File: src/source/cu_config.svh
/*
 * Width settings for the control unit.
 * Included by the pipeline package and by the testbench.
 */
`ifndef CU_CONFIG_SVH
`define CU_CONFIG_SVH

// rename checkpoint id
`define CU_CHKP_W 2

// graduation list index
`define CU_GL_IDX_W 5

// index field in the testbench data file, padded to whole hex digits
`define CU_GL_IDX_DATA_W 8

`endif
File: src/source/cu_debug_pkg.sv
/*
 * State encoding of the debug halt/resume controller.
 */
package cu_debug_pkg;

    typedef enum logic [2:0] {
        DEBUG_RESET   = 3'b000,
        DEBUG_RUNNING = 3'b001,
        DEBUG_HALTING = 3'b010,
        DEBUG_HALTED  = 3'b011,
        DEBUG_PROGBUF = 3'b100
    } debug_state_t;

endpackage

File: src/source/cu_pipe_pkg.sv
/*
 * Types for pipeline steering: next-PC and fetch-address selects,
 * checkpoint ids and graduation-list indexes.
 */
`include "cu_config.svh"

package cu_pipe_pkg;

    typedef enum logic [1:0] {
        NEXT_PC_SEL_KEEP_PC    = 2'b00,
        NEXT_PC_SEL_BP_OR_PC_4 = 2'b01,
        NEXT_PC_SEL_JUMP       = 2'b10
    } next_pc_sel_t;

    // source of the jump address used by fetch
    typedef enum logic [1:0] {
        SEL_JUMP_DECODE    = 2'b00,
        SEL_JUMP_EXECUTION = 2'b01,
        SEL_JUMP_CSR       = 2'b10,
        SEL_JUMP_CSR_RW    = 2'b11
    } sel_addr_t;

    typedef logic [`CU_CHKP_W-1:0]   chkp_t;
    typedef logic [`CU_GL_IDX_W-1:0] gl_index_t;

endpackage

File: src/source/cu_redirect_if.sv
/*
 * Decoded redirect events and redirect state, shared by the
 * steering blocks of the control unit.
 */
`timescale 1ns/10ps

interface cu_redirect_if;

    logic wb_mispredict;
    logic id_jump;
    // exception event of this cycle, already masked by the pulse
    logic xcpt_next;
    logic exception_q;
    logic csr_q;
    logic fence_in_pipe;

    modport src (
        output wb_mispredict,
        output id_jump,
        output xcpt_next,
        output exception_q,
        output csr_q,
        output fence_in_pipe
    );

    modport sink (
        input wb_mispredict,
        input id_jump,
        input xcpt_next,
        input exception_q,
        input csr_q,
        input fence_in_pipe
    );

endinterface

File: src/source/control_unit.sv
/*
 * Control unit of the out-of-order core. Connects the redirect state,
 * the debug controller and the two steering blocks to the pipeline.
 */
`timescale 1ns/10ps

module control_unit
    import cu_pipe_pkg::*;
(
    input  logic         clk_i,
    input  logic         rstn_i,
    input  logic         miss_icache_i,
    input  logic         ready_icache_i,
    input  logic         id_valid_i,
    input  logic         id_is_branch_i,
    input  logic         id_pred_branch_i,
    input  logic         id_jal_i,
    input  logic         id_csr_fence_i,
    input  logic         ir_valid_i,
    input  logic         ir_is_branch_i,
    input  logic         ir_full_iq_i,
    input  logic         ir_empty_free_list_i,
    input  logic         ir_out_of_chkp_i,
    input  logic         rr_gl_full_i,
    input  logic         exe_stall_i,
    input  logic         wb_valid_i,
    input  logic         wb_branch_ok_i,
    input  logic         wb_chkp_done_i,
    input  chkp_t        wb_chkp_i,
    input  gl_index_t    wb_gl_index_i,
    input  logic         commit_valid_i,
    input  logic         commit_xcpt_i,
    input  logic         commit_ecall_i,
    input  logic         commit_fence_i,
    input  logic         commit_fencei_i,
    input  logic         commit_csr_fence_i,
    input  logic         commit_stall_i,
    input  logic         csr_stall_i,
    input  logic         csr_eret_i,
    input  logic         csr_xcpt_i,
    input  logic         csr_debug_mode_i,
    input  logic         csr_debug_step_i,
    input  logic         gl_empty_i,
    input  logic         halt_on_reset_i,
    input  logic         halt_req_i,
    input  logic         resume_req_i,
    input  logic         progbuf_req_i,
    output next_pc_sel_t next_pc_sel_o,
    output sel_addr_t    sel_addr_if_o,
    output logic         stall_if1_o,
    output logic         stall_if2_o,
    output logic         stall_id_o,
    output logic         stall_iq_o,
    output logic         stall_ir_o,
    output logic         stall_rr_o,
    output logic         stall_exe_o,
    output logic         flush_if_o,
    output logic         flush_id_o,
    output logic         flush_ir_o,
    output logic         flush_rr_o,
    output logic         flush_exe_o,
    output logic         kill_exe_o,
    output logic         invalidate_icache_o,
    output logic         invalidate_buffer_o,
    output logic         do_checkpoint_o,
    output logic         do_recover_o,
    output logic         delete_chkp_o,
    output chkp_t        recover_chkp_o,
    output logic         recover_commit_o,
    output logic         flush_gl_commit_o,
    output logic         enable_commit_o,
    output logic         flush_gl_o,
    output gl_index_t    flush_gl_index_o,
    output logic         halted_o,
    output logic         running_o,
    output logic         halt_ack_o,
    output logic         resume_ack_o,
    output logic         progbuf_ack_o
);

    logic on_halt;

    cu_redirect_if redir ();

    cu_redirect_state u_redirect_state (
        .clk_i, .rstn_i, .id_valid_i, .id_is_branch_i, .id_pred_branch_i, .id_jal_i,
        .id_csr_fence_i, .csr_debug_step_i, .wb_valid_i, .wb_branch_ok_i,
        .commit_valid_i, .commit_xcpt_i, .commit_ecall_i, .commit_csr_fence_i,
        .csr_eret_i, .csr_xcpt_i, .csr_debug_mode_i,
        .redir (redir.src)
    );

    cu_debug_fsm u_debug_fsm (
        .clk_i, .rstn_i, .halt_on_reset_i, .halt_req_i, .resume_req_i, .progbuf_req_i,
        .gl_empty_i, .csr_debug_mode_i,
        .on_halt_o (on_halt),
        .halted_o, .running_o, .halt_ack_o, .resume_ack_o, .progbuf_ack_o
    );

    // fetch keeps its PC whenever the back end stalls fetch 1
    cu_fetch_steer u_fetch_steer (
        .redir       (redir.sink),
        .on_halt_i   (on_halt),
        .stall_if1_i (stall_if1_o),
        .id_valid_i, .id_csr_fence_i, .commit_valid_i, .commit_fence_i,
        .commit_fencei_i, .commit_csr_fence_i, .csr_stall_i,
        .next_pc_sel_o, .sel_addr_if_o, .flush_if_o, .flush_id_o,
        .invalidate_icache_o, .invalidate_buffer_o
    );

    cu_backend_ctrl u_backend_ctrl (
        .redir     (redir.sink),
        .on_halt_i (on_halt),
        .miss_icache_i, .ready_icache_i, .csr_stall_i, .ir_valid_i, .ir_is_branch_i,
        .ir_full_iq_i, .ir_empty_free_list_i, .ir_out_of_chkp_i, .rr_gl_full_i,
        .exe_stall_i, .wb_chkp_done_i, .wb_chkp_i, .wb_gl_index_i, .commit_valid_i,
        .commit_csr_fence_i, .commit_stall_i,
        .stall_if1_o, .stall_if2_o, .stall_id_o, .stall_iq_o, .stall_ir_o, .stall_rr_o,
        .stall_exe_o, .flush_ir_o, .flush_rr_o, .flush_exe_o, .kill_exe_o,
        .do_checkpoint_o, .do_recover_o, .delete_chkp_o, .recover_chkp_o,
        .recover_commit_o, .flush_gl_commit_o, .enable_commit_o, .flush_gl_o,
        .flush_gl_index_o
    );

endmodule

File: src/source/cu_backend_ctrl.sv
/*
 * Stall priority for the whole pipeline, back-end flushes, rename
 * checkpoint commands and commit control.
 */
`timescale 1ns/10ps

module cu_backend_ctrl
    import cu_pipe_pkg::*;
(
    cu_redirect_if.sink redir,
    input  logic        on_halt_i,
    input  logic        miss_icache_i,
    input  logic        ready_icache_i,
    input  logic        csr_stall_i,
    input  logic        ir_valid_i,
    input  logic        ir_is_branch_i,
    input  logic        ir_full_iq_i,
    input  logic        ir_empty_free_list_i,
    input  logic        ir_out_of_chkp_i,
    input  logic        rr_gl_full_i,
    input  logic        exe_stall_i,
    input  logic        wb_chkp_done_i,
    input  chkp_t       wb_chkp_i,
    input  gl_index_t   wb_gl_index_i,
    input  logic        commit_valid_i,
    input  logic        commit_csr_fence_i,
    input  logic        commit_stall_i,
    output logic        stall_if1_o,
    output logic        stall_if2_o,
    output logic        stall_id_o,
    output logic        stall_iq_o,
    output logic        stall_ir_o,
    output logic        stall_rr_o,
    output logic        stall_exe_o,
    output logic        flush_ir_o,
    output logic        flush_rr_o,
    output logic        flush_exe_o,
    output logic        kill_exe_o,
    output logic        do_checkpoint_o,
    output logic        do_recover_o,
    output logic        delete_chkp_o,
    output chkp_t       recover_chkp_o,
    output logic        recover_commit_o,
    output logic        flush_gl_commit_o,
    output logic        enable_commit_o,
    output logic        flush_gl_o,
    output gl_index_t   flush_gl_index_o
);

    // front end, highest priority first
    always_comb begin
        {stall_if1_o, stall_if2_o, stall_id_o} = 3'b000;
        if (csr_stall_i || ir_full_iq_i) begin
            {stall_if1_o, stall_if2_o, stall_id_o} = 3'b111;
        end else if (miss_icache_i) begin
            {stall_if1_o, stall_if2_o, stall_id_o} = 3'b110;
        end else if ((commit_valid_i && commit_csr_fence_i) || !ready_icache_i ||
                     on_halt_i) begin
            stall_if1_o = 1'b1;
        end
    end

    // back end, highest priority first
    always_comb begin
        {stall_iq_o, stall_ir_o, stall_rr_o, stall_exe_o} = 4'b0000;
        if (csr_stall_i) begin
            {stall_iq_o, stall_ir_o, stall_rr_o, stall_exe_o} = 4'b1111;
        end else if (exe_stall_i || rr_gl_full_i) begin
            {stall_iq_o, stall_ir_o, stall_rr_o, stall_exe_o} = 4'b1110;
        end else if (ir_empty_free_list_i || ir_out_of_chkp_i) begin
            stall_iq_o = 1'b1;
        end
    end

    // a mispredict lets the branch in execute retire its own result
    always_comb begin
        {flush_ir_o, flush_rr_o, flush_exe_o, kill_exe_o} = 4'b0000;
        if (redir.exception_q) begin
            {flush_ir_o, flush_rr_o, flush_exe_o} = 3'b111;
        end else if (redir.wb_mispredict) begin
            {flush_ir_o, flush_rr_o, kill_exe_o} = 3'b111;
        end else if (rr_gl_full_i) begin
            flush_rr_o = 1'b1;
        end
    end

    assign do_checkpoint_o = ir_valid_i & ir_is_branch_i & ~ir_out_of_chkp_i &
                             ~flush_ir_o & ~stall_ir_o;

    // chkp_done is only raised together with a valid write-back
    assign do_recover_o   = wb_chkp_done_i & redir.wb_mispredict;
    assign delete_chkp_o  = wb_chkp_done_i & ~redir.wb_mispredict;
    assign recover_chkp_o = wb_chkp_i;

    assign recover_commit_o  = redir.exception_q;
    assign flush_gl_commit_o = redir.exception_q;
    // hold commit while an exception is being raised
    assign enable_commit_o   = ~commit_stall_i & ~redir.xcpt_next;

    assign flush_gl_o       = redir.wb_mispredict;
    assign flush_gl_index_o = redir.wb_mispredict ? wb_gl_index_i : '0;

endmodule

File: src/source/cu_fetch_steer.sv
/*
 * Front-end steering: next-PC and fetch-address selects, fetch and
 * decode flushes, and instruction cache and fetch buffer invalidation.
 */
`timescale 1ns/10ps

module cu_fetch_steer
    import cu_pipe_pkg::*;
(
    cu_redirect_if.sink  redir,
    input  logic         on_halt_i,
    input  logic         stall_if1_i,
    input  logic         id_valid_i,
    input  logic         id_csr_fence_i,
    input  logic         commit_valid_i,
    input  logic         commit_fence_i,
    input  logic         commit_fencei_i,
    input  logic         commit_csr_fence_i,
    input  logic         csr_stall_i,
    output next_pc_sel_t next_pc_sel_o,
    output sel_addr_t    sel_addr_if_o,
    output logic         flush_if_o,
    output logic         flush_id_o,
    output logic         invalidate_icache_o,
    output logic         invalidate_buffer_o
);

    logic redirect;
    logic fence_pending;

    assign redirect = redir.exception_q | redir.csr_q | redir.wb_mispredict;

    assign fence_pending = (id_valid_i & id_csr_fence_i) | redir.fence_in_pipe |
                           (commit_valid_i & commit_fence_i);

    always_comb begin
        if (redirect || redir.id_jump) begin
            next_pc_sel_o = NEXT_PC_SEL_JUMP;
        end else if (stall_if1_i || fence_pending || on_halt_i) begin
            next_pc_sel_o = NEXT_PC_SEL_KEEP_PC;
        end else begin
            next_pc_sel_o = NEXT_PC_SEL_BP_OR_PC_4;
        end
    end

    // trap vector and return address come from the CSR file
    always_comb begin
        if (redir.exception_q) begin
            sel_addr_if_o = SEL_JUMP_CSR;
        end else if (redir.csr_q) begin
            sel_addr_if_o = SEL_JUMP_CSR_RW;
        end else if (redir.wb_mispredict) begin
            sel_addr_if_o = SEL_JUMP_EXECUTION;
        end else begin
            sel_addr_if_o = SEL_JUMP_DECODE;
        end
    end

    // fetch alone is dropped when a fence or a decode jump redirects it
    always_comb begin
        flush_if_o = 1'b0;
        flush_id_o = 1'b0;
        if (redirect) begin
            flush_if_o = 1'b1;
            flush_id_o = 1'b1;
        end else if (!csr_stall_i) begin
            flush_if_o = id_csr_fence_i | redir.fence_in_pipe | commit_csr_fence_i |
                         redir.id_jump | (commit_valid_i & commit_fence_i);
        end
    end

    // fence.i may follow self-modifying code
    assign invalidate_icache_o = commit_valid_i & commit_fencei_i;
    assign invalidate_buffer_o = commit_valid_i &
                                 (commit_fencei_i | redir.exception_q |
                                  (commit_csr_fence_i & ~commit_fence_i));

endmodule

File: src/source/cu_debug_fsm.sv
/*
 * Debug halt/resume controller. Reports the halted state to the
 * steering blocks and acknowledges debug module requests.
 */
`timescale 1ns/10ps

module cu_debug_fsm
    import cu_debug_pkg::*;
(
    input  logic clk_i,
    input  logic rstn_i,
    input  logic halt_on_reset_i,
    input  logic halt_req_i,
    input  logic resume_req_i,
    input  logic progbuf_req_i,
    input  logic gl_empty_i,
    input  logic csr_debug_mode_i,
    output logic on_halt_o,
    output logic halted_o,
    output logic running_o,
    output logic halt_ack_o,
    output logic resume_ack_o,
    output logic progbuf_ack_o
);

    debug_state_t state_q;
    debug_state_t state_d;

    always_comb begin
        state_d       = state_q;
        on_halt_o     = 1'b0;
        halted_o      = 1'b0;
        running_o     = 1'b0;
        halt_ack_o    = 1'b0;
        resume_ack_o  = 1'b0;
        progbuf_ack_o = 1'b0;
        case (state_q)
            DEBUG_RESET: begin
                state_d    = halt_on_reset_i ? DEBUG_HALTED : DEBUG_RUNNING;
                halt_ack_o = halt_on_reset_i;
                on_halt_o  = halt_on_reset_i;
            end
            DEBUG_RUNNING: begin
                running_o = 1'b1;
                // entering debug mode from the core skips halting
                if (csr_debug_mode_i) begin
                    state_d    = DEBUG_HALTED;
                    halt_ack_o = 1'b1;
                end else if (halt_req_i) begin
                    state_d = DEBUG_HALTING;
                end
            end
            DEBUG_HALTING: begin
                running_o = 1'b1;
                on_halt_o = 1'b1;
                // wait for the graduation list to drain
                if (gl_empty_i || csr_debug_mode_i) begin
                    state_d    = DEBUG_HALTED;
                    halt_ack_o = 1'b1;
                end
            end
            DEBUG_HALTED: begin
                halted_o  = 1'b1;
                on_halt_o = 1'b1;
                if (resume_req_i) begin
                    state_d      = DEBUG_RUNNING;
                    resume_ack_o = 1'b1;
                end else if (progbuf_req_i) begin
                    state_d       = DEBUG_PROGBUF;
                    progbuf_ack_o = 1'b1;
                end
            end
            DEBUG_PROGBUF: begin
                // fetch runs the program buffer, so the core is not held
                halted_o = 1'b1;
                if (resume_req_i) begin
                    state_d      = DEBUG_RUNNING;
                    resume_ack_o = 1'b1;
                end else if (csr_debug_mode_i) begin
                    state_d    = DEBUG_HALTED;
                    halt_ack_o = 1'b1;
                end
            end
            default: begin
                state_d = DEBUG_RESET;
            end
        endcase
    end

    always_ff @(posedge clk_i, negedge rstn_i) begin
        if (!rstn_i) begin
            state_q <= DEBUG_RESET;
        end else begin
            state_q <= state_d;
        end
    end

endmodule

File: src/source/cu_redirect_state.sv
/*
 * Decodes mispredict, jump and exception events once and keeps the
 * one-cycle exception and CSR redirect pulses and the fence flag.
 */
`timescale 1ns/10ps

module cu_redirect_state (
    input  logic clk_i,
    input  logic rstn_i,
    input  logic id_valid_i,
    input  logic id_is_branch_i,
    input  logic id_pred_branch_i,
    input  logic id_jal_i,
    input  logic id_csr_fence_i,
    input  logic csr_debug_step_i,
    input  logic wb_valid_i,
    input  logic wb_branch_ok_i,
    input  logic commit_valid_i,
    input  logic commit_xcpt_i,
    input  logic commit_ecall_i,
    input  logic commit_csr_fence_i,
    input  logic csr_eret_i,
    input  logic csr_xcpt_i,
    input  logic csr_debug_mode_i,
    cu_redirect_if.src redir
);

    logic xcpt_event;
    logic csr_next;

    assign redir.wb_mispredict = wb_valid_i & ~wb_branch_ok_i;

    // valid jal, or something valid predicted taken that is not a branch
    assign redir.id_jump = id_valid_i & (id_jal_i | (~id_is_branch_i & id_pred_branch_i));

    assign xcpt_event = (commit_valid_i & (commit_xcpt_i | commit_ecall_i)) |
                        csr_eret_i | csr_xcpt_i | csr_debug_mode_i;

    // a pulse cannot fire two cycles in a row
    assign redir.xcpt_next = xcpt_event & ~redir.exception_q;
    assign csr_next = commit_valid_i & commit_csr_fence_i & ~xcpt_event & ~redir.csr_q;

    always_ff @(posedge clk_i, negedge rstn_i) begin
        if (!rstn_i) begin
            redir.exception_q <= 1'b0;
            redir.csr_q       <= 1'b0;
        end else begin
            redir.exception_q <= redir.xcpt_next;
            redir.csr_q       <= csr_next;
        end
    end

    // fence in flight, from decode until commit or a flush
    always_ff @(posedge clk_i, negedge rstn_i) begin
        if (!rstn_i) begin
            redir.fence_in_pipe <= 1'b0;
        end else if (redir.exception_q | redir.wb_mispredict |
                     (commit_valid_i & commit_csr_fence_i)) begin
            redir.fence_in_pipe <= 1'b0;
        end else if (id_valid_i & (id_csr_fence_i | csr_debug_step_i)) begin
            redir.fence_in_pipe <= 1'b1;
        end
    end

endmodule

File: config.mk
export PLATFORM = sky130hd
export DESIGN_NAME = control_unit
export DESIGN_NICKNAME = d
export VERILOG_FILES = /design/src/source/cu_debug_pkg.sv /design/src/source/cu_pipe_pkg.sv /design/src/source/cu_redirect_if.sv /design/src/source/control_unit.sv /design/src/source/cu_backend_ctrl.sv /design/src/source/cu_fetch_steer.sv /design/src/source/cu_debug_fsm.sv /design/src/source/cu_redirect_state.sv
export VERILOG_INCLUDE_DIRS = /design/src /design/src/source
export SDC_FILE = /design/constraint.sdc
export NUM_CORES = 1
export LEC_CHECK = 0
export BUFFER_PORTS_ARGS = -buffer_cell sky130_fd_sc_hd__buf_2
export CELL_PAD_IN_SITES_DETAIL_PLACEMENT = 1
export CELL_PAD_IN_SITES_GLOBAL_PLACEMENT = 2
export CORE_ASPECT_RATIO = 2
export CORE_MARGIN = 2
export CORE_UTILIZATION = 15
export CTS_BUF_LIST = sky130_fd_sc_hd__clkbuf_4
export CTS_CLUSTER_SIZE = 14
export DETAILED_ROUTE_END_ITERATION = 12
export GPL_TIMING_DRIVEN = 0
export PLACE_DENSITY = 0.9
export SLEW_MARGIN = 10
export SYNTH_ARGS = -nofsm -noshare
export SYNTH_HDL_FRONTEND = slang
export SYNTH_SLANG_ARGS = --single-unit
export TNS_END_PERCENT = 10
File: constraint.sdc
create_clock -name clk_i -period 1.31 [get_ports clk_i]
set_input_delay 0.0655 -clock clk_i [delete_from_list [all_inputs] [get_ports clk_i]]
set_output_delay 0.0655 -clock clk_i [all_outputs]
set_load 0.05 [all_outputs]
==> summary.md <==
| Metric | Value |
|---|---|
| Status | complete, but fails checks |
| Failing checks | negative setup slack |
| FF-to-FF Start | u_debug_fsm.state_q[1]$_DFFE_PN0P_ |
| Unique masters post-synth | 32 |
| Cells on worst reg2reg path | 5 |
| Worst slew pin tran | 0.548 ns |
| Gr busiest metal | met2 |
| Gr ovfl total | 0 |
| Layout Skew | 0.00738 ns |
| Min-delay src | commit_csr_fence_i |
| H-Tree Level Count | 1 |
| Leakage | 0.717 nW |
| Top-area cell type share of the netlist area | between 20% and 30% |
| Fmax | about 660 MHz |
| RSZ-0062 raised after global routing | true |
| Reg clk slew, reported paths | 0.05 ns |
| Routed wire length | approximately 3100 um |
| Crit path DAT | 1.45 ns |
| Worst Hold Class | input pin to flop |
| Final cell count without fillers | 244 |
| Crit path capture type | output pin |
| FF-to-FF End | u_debug_fsm.state_q[1]$_DFFE_PN0P_ |
| Dpl hpwl | about 2600 um |
| Max-slew violation count | 0 |
| Largest net degree at the start of global routing | 11 |
| Nets@finish | 233 |
| Routed length per instance | 12.8 um |
| Primary FF master, synth | dfrtp_1 |
| Clock Path Buffers | 2 |
| Register area share after synthesis | around a fifth |
| FF+latch count, synth | 6 |
| Post-Syn Area per Cell | about 7.1 um^2 |
| CP required | 1.24 ns |
| Ports | 81 |
| Crit share post-route | 116% |
| Die X | 52.4 um |
| Die height | 101 um |
| Yosys warning count | 0 |
| Via Count | 1043 |
| FFs w/ async S/R, synth | 100% |
| CTS tree | built |
| CORE AREA | 4550 um^2 |
| CTS buffer count | 3 |
| Synth Net Count | ~140 |
| Power Density | around 1600 nW/um^2 |
| Total GRT Usage | about an eighth |
| Met2 usage | 23.8% |
| Antenna violations before repair | 0 |
| VDD IR-drop max | 0.000875 V |
| # diodes | 0 |
| Starting Density | 15.4% |
| Final Hold Viols | 0 |
| Area delta synth->final | 107% |
| Drt pass-1 iters | 4 |
| # setup viols final | 15 |
| First-pass GRT wire length | 4720 um |
| Setup crit start kind | flop |
| Fin crit period | 1.52 ns |
| Initial drt markers | 4 |
| Vias in the first global route | between 1000 and 1500 |
| Routability cong. | 0.731 |
| Root Buffer | clkbuf_4 |
| Insertion delay to the later sink of the worst-skew pair | about 0.24 ns |
| Crit-path max FO | 10 |
| Layout Utilization | 32.0% |
| Leading area contributor after synthesis | dfrtp_1 |
| Crit path kind | flop to output pin |
| Hold path depth | 2 |
| Setup tns final | -1.32 ns |
| Hold Path Sink | u_redirect_state.redir.fence_in_pipe$_DFFE_PN0P_ |
| Cell area after synthesis | 702 um^2 |
| Sink Count | 6 |
| Die area | 5280 um^2 |
| Vias/cell | 4.27 |
| Synth area leaders | dfrtp_1 (21%), buf_4 (8.6%), and2_1 (8.0%) |
| Buffers on Ports | 78 |
| Final WS setup | -0.207 ns |
| Slew headroom | 63.2% |
| Total of max-cap violations | 0 |
| Cells after Synth | a little under 100 |
| FF-to-FF setup slack | -0.02 ns |
| Cells after DPL | 232 |
| Met3 Resource Use GR | 2.37% |
| FP Rows | 35 |
| Fraction of layout cells with a size suffix above 1 | 64.6% |
| Number of enable flip-flop cells after synthesis | 0 |
| M1 GR Usage | 11.2% |
| Detail Route Antenna Nets | 0 |
| Drt drc | 0 |
==> worst max-delay path by stage <==
stage	startpoint	slack [ns]	to
after CTS	u_redirect_state.redir.exception_q$_DFF_PN0_	-0.22	next_pc_sel_o[0]
after global placement	u_debug_fsm.state_q[1]$_DFFE_PN0P_	-0.12	next_pc_sel_o[0]
after global routing	u_debug_fsm.state_q[1]$_DFFE_PN0P_	-0.29	halt_ack_o
after detailed placement	u_debug_fsm.state_q[1]$_DFFE_PN0P_	-0.13	next_pc_sel_o[0]
final	u_debug_fsm.state_q[1]$_DFFE_PN0P_	-0.21	halt_ack_o
after floorplan	u_redirect_state.redir.exception_q$_DFF_PN0_	-0.39	next_pc_sel_o[0]
==> state kept, by name (all words and copies together) (netlist names) <==
| register | flops |
|---|---|
| u_redirect_state.redir.fence_in_pipe | 1 |
| u_redirect_state.redir.exception_q | 1 |
| u_debug_fsm.state_q | 3 |
| u_redirect_state.redir.csr_q | 1 |
==> placed cells by master, fill, tap and decap left out, drive strengths merged <==
cell type	instances
or2	3
o21ai	10
o32ai	2
and2	9
dlygate4sd3	1
nand2b	1
a221oi	1
nor3b	2
dfrtp	6
a31o	1
o32a	1
clkbuf	4
nor2b	7
o2111ai	1
o31a	1
nor2	11
nand3b	1
inv	4
and3	1
buf	95
or3	4
nor4	1
nand2	11
mux2i	1
a21oi	4
nor3	5
xnor2	1
==> layer usage <==
metal	up-vias	part of all wire [%]
met1	470	34
met3	4	6.9
met4	0	1.6
met5	-	0
met2	53	57
li1	516	-
==> report_power, final <==
group | total, mW | internal, mW | switching, mW
registers | 0.294 | 0.238 | 0.0560
clock network | 0.205 | 0.136 | 0.0693
logic | 1.86 | 0.699 | 1.16
total | 2.36 | 1.07 | 1.29
==> repair_timing <==
action | 4_1_cts | 5_1_grt
hold buffers | 1 | 0
buffers inserted | 4 | 3
pin swaps | 4 | 3
setup endpoints to repair | 16 | 18
endpoints found under the hold margin | 6 | 0
resized for setup | 32 | 10
==> synth_stat cells (all sizes together), types with 2 or more instances <==
master,n
buf,10
or3,4
inv,4
dfrtp,6
and2,9
o21ai,10
o32ai,2
nand2,11
nor2,11
nor3b,2
a21oi,4
nor2b,7
or2,3
nor3,5
==> per-stage QoR <==
step | setup slack [ns] | instance area, um^2 | total power, mW | hold slack [ns]
final | -0.207 | 1460 | 2.36 | 0.0694
after global routing | -0.293 | 1460 | 2.51 | 0.0725
after CTS | -0.220 | 1400 | 2.29 | 0.0648
after detailed placement | -0.133 | 1230 | 1.83 | -0.0948
after global placement | -0.121 | 1230 | 1.81 | -0.0962
after floorplan | -0.388 | 772 | 1.48 | -0.230
==> critical path: stages (launching register included) <==
cell and delay [ns]:
dfrtp_1 0.39, buf_6 0.15, o32a_1 0.36, o32ai_2 0.11, buf_6 0.19
==> cells by family after synthesis <==
family | after synthesis | share of synthesized area, %
AND/OR/NAND/NOR | 56 | 44.9
AO/OA/AOI/OAI | 21 | 18.9
buffers and inverters | 14 | 12.1
flip-flops | 6 | 21.4
XOR/XNOR | 1 | 1.25
multiplexers | 1 | 1.43
==> layout make-up <==
cell class / count / area (um^2)
repair buffers: 86 / 536
fillers: 593 / 3100
inverters: 4 / 15.0
well taps: 55 / 68.8
flip-flops and latches: 6 / 153
clock buffers: 4 / 30.0
plain buffers: 10 / 83.8
multi-input cells: 79 / 569
(Power assumes the default switching activity.)
